**src/source/aib_csr_config.svh**
```systemverilog
//////////////////////////////
// Adapter CSR address width, register
// offsets, readback masks and boot values
//////////////////////////////

`ifndef AIB_CSR_CONFIG_SVH
`define AIB_CSR_CONFIG_SVH

// Bus address width
`define AIB_CSR_AW 7

// Register offsets
`define AIB_CSR_RX0_ADDR 7'h08
`define AIB_CSR_RX1_ADDR 7'h10
`define AIB_CSR_TX0_ADDR 7'h18
`define AIB_CSR_TX1_ADDR 7'h1c

// Implemented bits of each word
`define AIB_CSR_RX0_MASK 32'h0700_0002
`define AIB_CSR_RX1_MASK 32'h0000_0007
`define AIB_CSR_TX0_MASK 32'hf0e0_0002
`define AIB_CSR_TX1_MASK 32'h0000_c000

// Defaults written by the boot loader
`define AIB_CSR_RX0_BOOT 32'h1500_0a02
`define AIB_CSR_RX1_BOOT 32'h0000_0105
`define AIB_CSR_TX0_BOOT 32'ha0c0_3402
`define AIB_CSR_TX1_BOOT 32'h0000_8c01

`endif

```
**src/source/aib_csr_pkg.sv**
```systemverilog
//////////////////////////////
// Bus request, bus response and
// adapter configuration types
//////////////////////////////

`default_nettype none

`include "aib_csr_config.svh"

package aib_csr_pkg;

   // One request on the shared register bus
   typedef struct packed {
      logic                   write;
      logic                   read;
      logic [`AIB_CSR_AW-1:0] address;
      logic [31:0]            writedata;
      logic [3:0]             byteenable;
   } avmm_req_t;

   // Read response, one cycle after the read strobe
   typedef struct packed {
      logic [31:0] readdata;
      logic        readdatavalid;
   } avmm_rsp_t;

   // Adapter control words towards the datapath
   typedef struct packed {
      logic [31:0] rx_0;
      logic [31:0] rx_1;
      logic [31:0] tx_0;
      logic [31:0] tx_1;
   } aib_adapt_cfg_t;

endpackage

`default_nettype wire

```
**src/source/axil_avmm_bridge.sv**
```systemverilog
//////////////////////////////
// AXI4-Lite slave to single
// register bus requests
//////////////////////////////

`timescale 1ns/1ps
`default_nettype none

`include "aib_csr_config.svh"

module axil_avmm_bridge (
   input  logic                    clk,
   input  logic                    reset_n,
   input  logic [`AIB_CSR_AW-1:0]  awaddr,
   input  logic                    awvalid,
   output logic                    awready,
   input  logic [31:0]             wdata,
   input  logic [3:0]              wstrb,
   input  logic                    wvalid,
   output logic                    wready,
   output logic [1:0]              bresp,
   output logic                    bvalid,
   input  logic                    bready,
   input  logic [`AIB_CSR_AW-1:0]  araddr,
   input  logic                    arvalid,
   output logic                    arready,
   output logic [31:0]             rdata,
   output logic [1:0]              rresp,
   output logic                    rvalid,
   input  logic                    rready,
   output aib_csr_pkg::avmm_req_t  req,
   input  logic                    gnt,
   input  aib_csr_pkg::avmm_rsp_t  rsp
);

   import aib_csr_pkg::*;

   typedef enum logic [1:0] {st_idle, st_bus, st_rd_wait, st_resp} state_t;

   state_t    state;
   avmm_req_t req_q;
   logic      take_wr;
   logic      take_rd;

   // Writes win over a pending read
   assign take_wr = (state == st_idle) && awvalid && wvalid;
   assign take_rd = (state == st_idle) && arvalid && !(awvalid && wvalid);

   assign awready = take_wr;
   assign wready  = take_wr;
   assign arready = take_rd;

   // Request is presented only while waiting for the grant
   assign req = (state == st_bus) ? req_q : '0;

   always_ff @(posedge clk) begin
      if (!reset_n) begin
         state <= st_idle;
      end else begin
         case (state)
            st_idle: begin
               if (take_wr || take_rd) begin
                  state <= st_bus;
               end
            end
            st_bus: begin
               if (gnt) begin
                  state <= req_q.write ? st_resp : st_rd_wait;
               end
            end
            st_rd_wait: begin
               if (rsp.readdatavalid) begin
                  state <= st_resp;
               end
            end
            default: begin
               if ((bvalid && bready) || (rvalid && rready)) begin
                  state <= st_idle;
               end
            end
         endcase
      end
   end

   // Captured transaction and read data
   always_ff @(posedge clk) begin
      if (take_wr) begin
         req_q <= '{write: 1'b1, read: 1'b0, address: awaddr,
                    writedata: wdata, byteenable: wstrb};
      end else if (take_rd) begin
         req_q <= '{write: 1'b0, read: 1'b1, address: araddr,
                    writedata: 32'h0, byteenable: 4'h0};
      end
      if (state == st_rd_wait && rsp.readdatavalid) begin
         rdata <= rsp.readdata;
      end
   end

   assign bvalid = (state == st_resp) && req_q.write;
   assign rvalid = (state == st_resp) && !req_q.write;
   // Always OKAY
   assign bresp  = 2'b00;
   assign rresp  = 2'b00;

   a_bvalid_hold : assert property (@(posedge clk) disable iff (!reset_n)
      bvalid && !bready |=> bvalid);
   a_rvalid_hold : assert property (@(posedge clk) disable iff (!reset_n)
      rvalid && !rready |=> rvalid && $stable(rdata));

endmodule

`default_nettype wire

```
**src/source/cfg_boot_loader.sv**
```systemverilog
//////////////////////////////
// Writes the boot values to the
// four adapter registers after reset
//////////////////////////////

`timescale 1ns/1ps
`default_nettype none

`include "aib_csr_config.svh"

module cfg_boot_loader (
   input  logic                   clk,
   input  logic                   reset_n,
   output aib_csr_pkg::avmm_req_t req,
   input  logic                   gnt,
   output logic                   cfg_done
);

   logic [1:0]             idx;
   logic [`AIB_CSR_AW-1:0] boot_addr;
   logic [31:0]            boot_data;

   // Boot table, in write order
   always_comb begin
      case (idx)
         2'd0: begin
            boot_addr = `AIB_CSR_RX0_ADDR;
            boot_data = `AIB_CSR_RX0_BOOT;
         end
         2'd1: begin
            boot_addr = `AIB_CSR_RX1_ADDR;
            boot_data = `AIB_CSR_RX1_BOOT;
         end
         2'd2: begin
            boot_addr = `AIB_CSR_TX0_ADDR;
            boot_data = `AIB_CSR_TX0_BOOT;
         end
         default: begin
            boot_addr = `AIB_CSR_TX1_ADDR;
            boot_data = `AIB_CSR_TX1_BOOT;
         end
      endcase
   end

   // Full-word write held until granted
   assign req = '{write: !cfg_done, read: 1'b0, address: boot_addr,
                  writedata: boot_data, byteenable: 4'hf};

   always_ff @(posedge clk) begin
      if (!reset_n) begin
         idx      <= 2'd0;
         cfg_done <= 1'b0;
      end else if (gnt && !cfg_done) begin
         idx <= idx + 2'd1;
         // Last entry granted
         if (idx == 2'd3) begin
            cfg_done <= 1'b1;
         end
      end
   end

endmodule

`default_nettype wire

```
**src/source/avmm_arbiter.sv**
```systemverilog
//////////////////////////////
// Round-robin arbiter for the host
// bridge and the boot loader
//////////////////////////////

`timescale 1ns/1ps
`default_nettype none

module avmm_arbiter (
   input  logic                   clk,
   input  logic                   reset_n,
   input  aib_csr_pkg::avmm_req_t host_req,
   input  aib_csr_pkg::avmm_req_t boot_req,
   output logic                   host_gnt,
   output logic                   boot_gnt,
   output aib_csr_pkg::avmm_req_t bus_req,
   input  aib_csr_pkg::avmm_rsp_t rsp
);

   logic host_vld;
   logic boot_vld;
   logic last_boot;
   logic busy;

   assign host_vld = host_req.read | host_req.write;
   assign boot_vld = boot_req.read | boot_req.write;

   // Either master wins when alone or when the other one won last time
   assign host_gnt = !busy && host_vld && (!boot_vld || last_boot);
   assign boot_gnt = !busy && boot_vld && (!host_vld || !last_boot);

   // Granted request is on the bus for its grant cycle only
   always_comb begin
      if (host_gnt) begin
         bus_req = host_req;
      end else if (boot_gnt) begin
         bus_req = boot_req;
      end else begin
         bus_req = '0;
      end
   end

   always_ff @(posedge clk) begin
      if (!reset_n) begin
         last_boot <= 1'b0;
         busy      <= 1'b0;
      end else begin
         if (host_gnt || boot_gnt) begin
            last_boot <= boot_gnt;
         end
         // Bus stays owned until the read data returns
         if ((host_gnt || boot_gnt) && bus_req.read) begin
            busy <= 1'b1;
         end else if (rsp.readdatavalid) begin
            busy <= 1'b0;
         end
      end
   end

   a_one_gnt : assert property (@(posedge clk) disable iff (!reset_n)
      !(host_gnt && boot_gnt));
   a_no_gnt_busy : assert property (@(posedge clk) disable iff (!reset_n)
      bus_req.read |=> !(host_gnt || boot_gnt));

endmodule

`default_nettype wire

```
**src/source/aib_avmm_adapt_csr.sv**
```systemverilog
//////////////////////////////
// Four byte-enabled adapter control
// registers with masked readback
//////////////////////////////

`timescale 1ns/1ps
`default_nettype none

`include "aib_csr_config.svh"

module aib_avmm_adapt_csr (
   input  logic                        clk,
   input  logic                        reset_n,
   input  aib_csr_pkg::avmm_req_t      bus_req,
   output aib_csr_pkg::avmm_rsp_t      rsp,
   output aib_csr_pkg::aib_adapt_cfg_t cfg
);

   // Index 0 to 3 is rx_0, rx_1, tx_0, tx_1
   localparam logic [3:0][`AIB_CSR_AW-1:0] reg_addr = {
      `AIB_CSR_TX1_ADDR, `AIB_CSR_TX0_ADDR, `AIB_CSR_RX1_ADDR, `AIB_CSR_RX0_ADDR
   };
   localparam logic [3:0][31:0] reg_mask = {
      `AIB_CSR_TX1_MASK, `AIB_CSR_TX0_MASK, `AIB_CSR_RX1_MASK, `AIB_CSR_RX0_MASK
   };

   logic [3:0][31:0] regs;
   logic [3:0]       hit;
   logic [3:0][3:0]  we_byte;
   logic [31:0]      rdata_comb;

   // Offset decode and per-register byte write enables
   always_comb begin
      for (int i = 0; i < 4; i++) begin
         hit[i]     = (bus_req.address == reg_addr[i]);
         we_byte[i] = (bus_req.write && hit[i]) ? bus_req.byteenable : 4'h0;
      end
   end

   always_ff @(posedge clk) begin
      if (!reset_n) begin
         regs <= '0;
      end else begin
         for (int i = 0; i < 4; i++) begin
            for (int b = 0; b < 4; b++) begin
               if (we_byte[i][b]) begin
                  regs[i][b*8 +: 8] <= bus_req.writedata[b*8 +: 8];
               end
            end
         end
      end
   end

   // Only implemented bits read back, unmapped offsets read zero
   always_comb begin
      rdata_comb = 32'h0;
      for (int i = 0; i < 4; i++) begin
         if (hit[i]) begin
            rdata_comb = regs[i] & reg_mask[i];
         end
      end
   end

   always_ff @(posedge clk) begin
      if (bus_req.read) begin
         rsp.readdata <= rdata_comb;
      end
   end

   // Read data is returned on the next cycle
   always_ff @(posedge clk) begin
      if (!reset_n) begin
         rsp.readdatavalid <= 1'b0;
      end else begin
         rsp.readdatavalid <= bus_req.read;
      end
   end

   assign cfg.rx_0 = regs[0];
   assign cfg.rx_1 = regs[1];
   assign cfg.tx_0 = regs[2];
   assign cfg.tx_1 = regs[3];

   a_rdv_one_cycle : assert property (@(posedge clk) disable iff (!reset_n)
      bus_req.read |=> rsp.readdatavalid ##1 !rsp.readdatavalid);

endmodule

`default_nettype wire

```
**src/source/aib_csr_top.sv**
```systemverilog
//////////////////////////////
// Adapter CSR subsystem top level
//////////////////////////////

`timescale 1ns/1ps
`default_nettype none

`include "aib_csr_config.svh"

module aib_csr_top (
   input  logic                        clk,
   input  logic                        reset_n,
   input  logic [`AIB_CSR_AW-1:0]      awaddr,
   input  logic                        awvalid,
   output logic                        awready,
   input  logic [31:0]                 wdata,
   input  logic [3:0]                  wstrb,
   input  logic                        wvalid,
   output logic                        wready,
   output logic [1:0]                  bresp,
   output logic                        bvalid,
   input  logic                        bready,
   input  logic [`AIB_CSR_AW-1:0]      araddr,
   input  logic                        arvalid,
   output logic                        arready,
   output logic [31:0]                 rdata,
   output logic [1:0]                  rresp,
   output logic                        rvalid,
   input  logic                        rready,
   output aib_csr_pkg::aib_adapt_cfg_t adapt_cfg,
   output logic                        cfg_done
);

   import aib_csr_pkg::*;

   avmm_req_t host_req;
   avmm_req_t boot_req;
   avmm_req_t bus_req;
   avmm_rsp_t rsp;
   logic      host_gnt;
   logic      boot_gnt;

   axil_avmm_bridge u_bridge (
      .clk, .reset_n,
      .awaddr, .awvalid, .awready, .wdata, .wstrb, .wvalid, .wready,
      .bresp, .bvalid, .bready,
      .araddr, .arvalid, .arready, .rdata, .rresp, .rvalid, .rready,
      .req (host_req), .gnt (host_gnt), .rsp
   );

   cfg_boot_loader u_boot (
      .clk, .reset_n, .req (boot_req), .gnt (boot_gnt), .cfg_done
   );

   avmm_arbiter u_arb (
      .clk, .reset_n, .host_req, .boot_req, .host_gnt, .boot_gnt, .bus_req, .rsp
   );

   aib_avmm_adapt_csr u_csr (
      .clk, .reset_n, .bus_req, .rsp, .cfg (adapt_cfg)
   );

endmodule

`default_nettype wire

```
**config.mk**
```make
export PLATFORM = sky130hd
export DESIGN_NAME = aib_csr_top
export DESIGN_NICKNAME = d
export VERILOG_FILES = /design/src/source/aib_csr_pkg.sv /design/src/source/axil_avmm_bridge.sv /design/src/source/cfg_boot_loader.sv /design/src/source/avmm_arbiter.sv /design/src/source/aib_avmm_adapt_csr.sv /design/src/source/aib_csr_top.sv
export VERILOG_INCLUDE_DIRS = /design/src /design/src/source
export SDC_FILE = /design/constraint.sdc
export NUM_CORES = 1
export LEC_CHECK = 0
export BUFFER_PORTS_ARGS = -buffer_cell sky130_fd_sc_hd__buf_4
export CAP_MARGIN = 20
export CORE_MARGIN = 2
export CORE_UTILIZATION = 48
export CTS_BUF_LIST = sky130_fd_sc_hd__clkbuf_16
export DETAILED_ROUTE_END_ITERATION = 10
export GPL_TIMING_DRIVEN = 0
export PLACE_DENSITY_LB_ADDON = 0.1
export SYNTH_ARGS = -nofsm -noshare
export SYNTH_HDL_FRONTEND = slang
export SYNTH_SLANG_ARGS = --single-unit
```
**constraint.sdc**
```tcl
create_clock -name clk -period 2.3 [get_ports clk]
set_input_delay 0.23 -clock clk [delete_from_list [all_inputs] [get_ports clk]]
set_output_delay 0.23 -clock clk [all_outputs]
set_load 0.02 [all_outputs]
```
==> impl_metrics.py <==
metrics = {
    "synth": {
        "syn_avg_cell_area_um2": 10.7,
        "synth_seq_cells": 211,
        "yosysSeqAreaShare_pct": 56.9,
        "synth.distinct_cells": 50,
        "synth_area_um2": 8700,
        "async_flop_share_pct": 0,
        "synth_cells": 810,
        "yosysWarnings": 0,
        "synth_flop_cell": "dfxtp_1",
        "synth_edf_count": 73,
    },
    "route": {
        "vias_per_cell": 5.39,
        "wl_per_cell_um": 18.9,
        "wirelength_mm": 25.4,
        "detail-route-antenna-nets": 0,
        "dr_total_vias": 7234,
        "drt-initial-drc-count": 466,
        "drc": 0,
        "dr.pass1.iters": 5,
    },
    "cts": {
        "cts_tree": "done",
        "root_buffer": "clkbuf_16",
        "cts_buffer_depth": 3,
        "cts.sinks": 211,
        "h-tree-depth": 1,
        "cts_made_buffers": 22,
        "clock_latency_ns": 0.51,
        "clk_pin_slew_ns": 0.06,
    },
    "floorplan": {
        "die_area_um2": 19200,
        "initial_core_util_pct": 48.6,
        "fp.dieH_um": 139,
        "die_x_um": 139,
        "core_um2": 17900,
        "num_rows": 49,
        "io_pins": 227,
    },
    "job": {
        "cap_violations": 0,
    },
    "placed_design": {
        "gp_congestion": 0.917,
        "dp_slack_ns": -0.666,
        "io_buffers": 205,
        "dpl_cell_area_um2": 10600,
        "hpwl_mm": 17.9,
    },
    "global_routing": {
        "grt_pass1_wl_mm": 38.7,
        "grt_pass1_vias": 6964,
        "antenna_found_initial": 0,
        "track_usage_pct": 25.4,
        "grt-ovfl-total": 0,
        "grt_max_degree": 44,
    },
    "pwr": {
        "p_int_uw": 9700,
        "powerDensity_nw_per_um2": 1280,
        "ir_worst_vdd_uv": 915,
        "swShare_pct": 38.2,
        "leakage_uw": 0.00540,
        "power.switching_uw": 5990,
        "p_total_uw": 15700,
        "p_comb_share_pct": 44.8,
        "power_frac_seq_pct": 31.5,
        "pwr-share-clk_pct": 23.7,
    },
    "outcome": {
        "outcome": "finished, violations left",
        "violations": "negative setup slack",
    },
    "layout": {
        "syn_to_final_growth_pct": 40.5,
        "drive_gt1_share_pct": 33.3,
        "fin_area_um2": 12200,
        "fin_nets": 1167,
        "diodes": 0,
        "final_cell_mix": "buf_4 (252), dfxtp_1 (136), nand2_1 (123)",
        "layout_commonest_cell": "buf_4",
    },
    "timing": {
        "hold_viol_final": 0,
        "max_freq_ghz": 0.393,
        "finalWorstSetupSlack_ns": -0.246,
        "tightest_slew_ns": 0.820,
        "relSlewSlack_pct": 45.3,
        "post-route-min-period_ns": 2.55,
        "maxSlewViolCount": 0,
        "finalClockSkew_ns": 0.0209,
        "setup_violations": 77,
        "rsz0062_at_grt": "true",
        "period_share_pct": 111,
    },
    "setup_path": {
        "worstReg2RegStart": "u_bridge.req_q[41]",
        "startpoint_type": "flop",
        "cp.required_ns": 2.72,
        "endpoint_kind": "flop",
        "path_max_fanout": 4,
        "cp.arrival_ns": 2.97,
        "criticalPathCategory": "reg -> reg",
        "cp-startpoint": "u_bridge.req_q[41]",
    },
    "hold_path": {
        "hp-start": "wdata[12]",
        "hold_path_class": "in -> reg",
    },
}
-- path summary, 6_finish.rpt --
check,end,slack (ns),depth (start not counted)
worst max-delay path,u_csr.cfg[65],-0.25,6
worst min-delay path,u_bridge.req_q[16],0.006,2
worst max register to register,u_csr.cfg[65],-0.25,6
worst min register to register,u_bridge.rdata[15],0.42,0
-- state kept, by name, summed over array words and instances (netlist names) --
register         count
u_csr.cfg          128
u_bridge.rdata      15
u_arb.busy           1
u_bridge.state       2
u_bridge.req_q      45
u_boot.idx           2
u_arb.last_boot      1
u_csr.rsp           16
u_boot.cfg_done      1
-- through the flow --
| step | cells | hold WS (ns) | utilization (%) | TNS (ns) |
|---|---|---|---|---|
| global placement | 1264 | 0.401 | 59.4 | -71.05 |
| floorplan | 830 | 0.400 | - | -2.58 |
| global route | 1343 | 0.0125 | 68.3 | -18.03 |
| finish | 1343 | 0.00595 | 68.3 | -8.26 |
| detailed placement | 1264 | 0.406 | 59.4 | -73.49 |
| CTS | 1341 | 0.000393 | 67.6 | -7.03 |
-- kinds of logic (layout without fill, tap and decap cells) --
logic type | count (synthesis) | after routing | share of synthesized area [%]
other cells | 1 | 21 | 0.0431
compound gates | 108 | 108 | 8.32
simple gates | 289 | 289 | 16.1
flops | 211 | 211 | 56.9
fa+ha+maj | 12 | 12 | 1.72
buf+inv | 84 | 368 | 4.69
xor+xnor | 1 | 1 | 0.101
mux | 104 | 104 | 12.1
-- synthesized netlist by cell type, types with 8 or more instances --
cell type	n	area share (%)
a21oi_1	41	2.4
o21ai_0	20	1.1
mux2i_1	96	11
inv_1	10	0.43
nand3_1	28	1.6
nand2_1	124	5.3
buf_4	22	1.9
clkbuf_1	46	2.0
and3_1	10	0.72
ha_1	12	1.7
nor3_1	35	2.0
mux2_2	8	1.0
and2_1	45	3.2
edfxtp_1	73	25
dfxtp_1	138	32
nor2_1	14	0.60
a22o_1	12	1.2
nand4_1	16	1.1
-- layout make-up --
class                   instances  area (um^2)
plain buffers                  64          433
clock buffers                  24          601
clock inverters                16          168
fillers                      1403         5670
inverters                      10         37.5
multi-input cells             535         3720
flip-flops and latches        211         4960
well taps                     229          287
repair buffers                254         2020
-- routing by layer --
layer	GRT usage, %	up-vias	wire length [um]
met4	8.24	0	775
met1	33.8	3447	10600
met2	43.0	322	12200
met3	3.80	58	1820
li1	-	3407	-
met5	0	-	0
-- what timing repair did --
action / 4_1_cts / 5_1_grt
gates resized for setup: 82 / 34
hold endpoints to repair: 16 / 0
endpoints found under the setup margin: 188 / 159
buffers inserted: 24 / 4
pin swaps: 20 / 9
cloned: 5 / 0
hold buffers: 16 / 0
-- power by group through the flow --
stage / sequential [uW] / clock (uW) / combinational (uW)
after global placement: 4970 / 0 / 5150
final: 4940 / 3710 / 7030
after global routing: 5010 / 3880 / 7410
after floorplan: 5190 / 0 / 3240
after detailed placement: 4980 / 0 / 5180
after CTS: 4930 / 3750 / 6520
-- worst max-delay path: stages (launching register included) --
cell	delay (ns)
edfxtp_1	0.36
or4_4	0.57
or4_4	0.43
or4_4	0.53
a21oi_4	0.16
buf_4	0.18
mux2i_1	0.23
(Power assumes the default switching activity.)
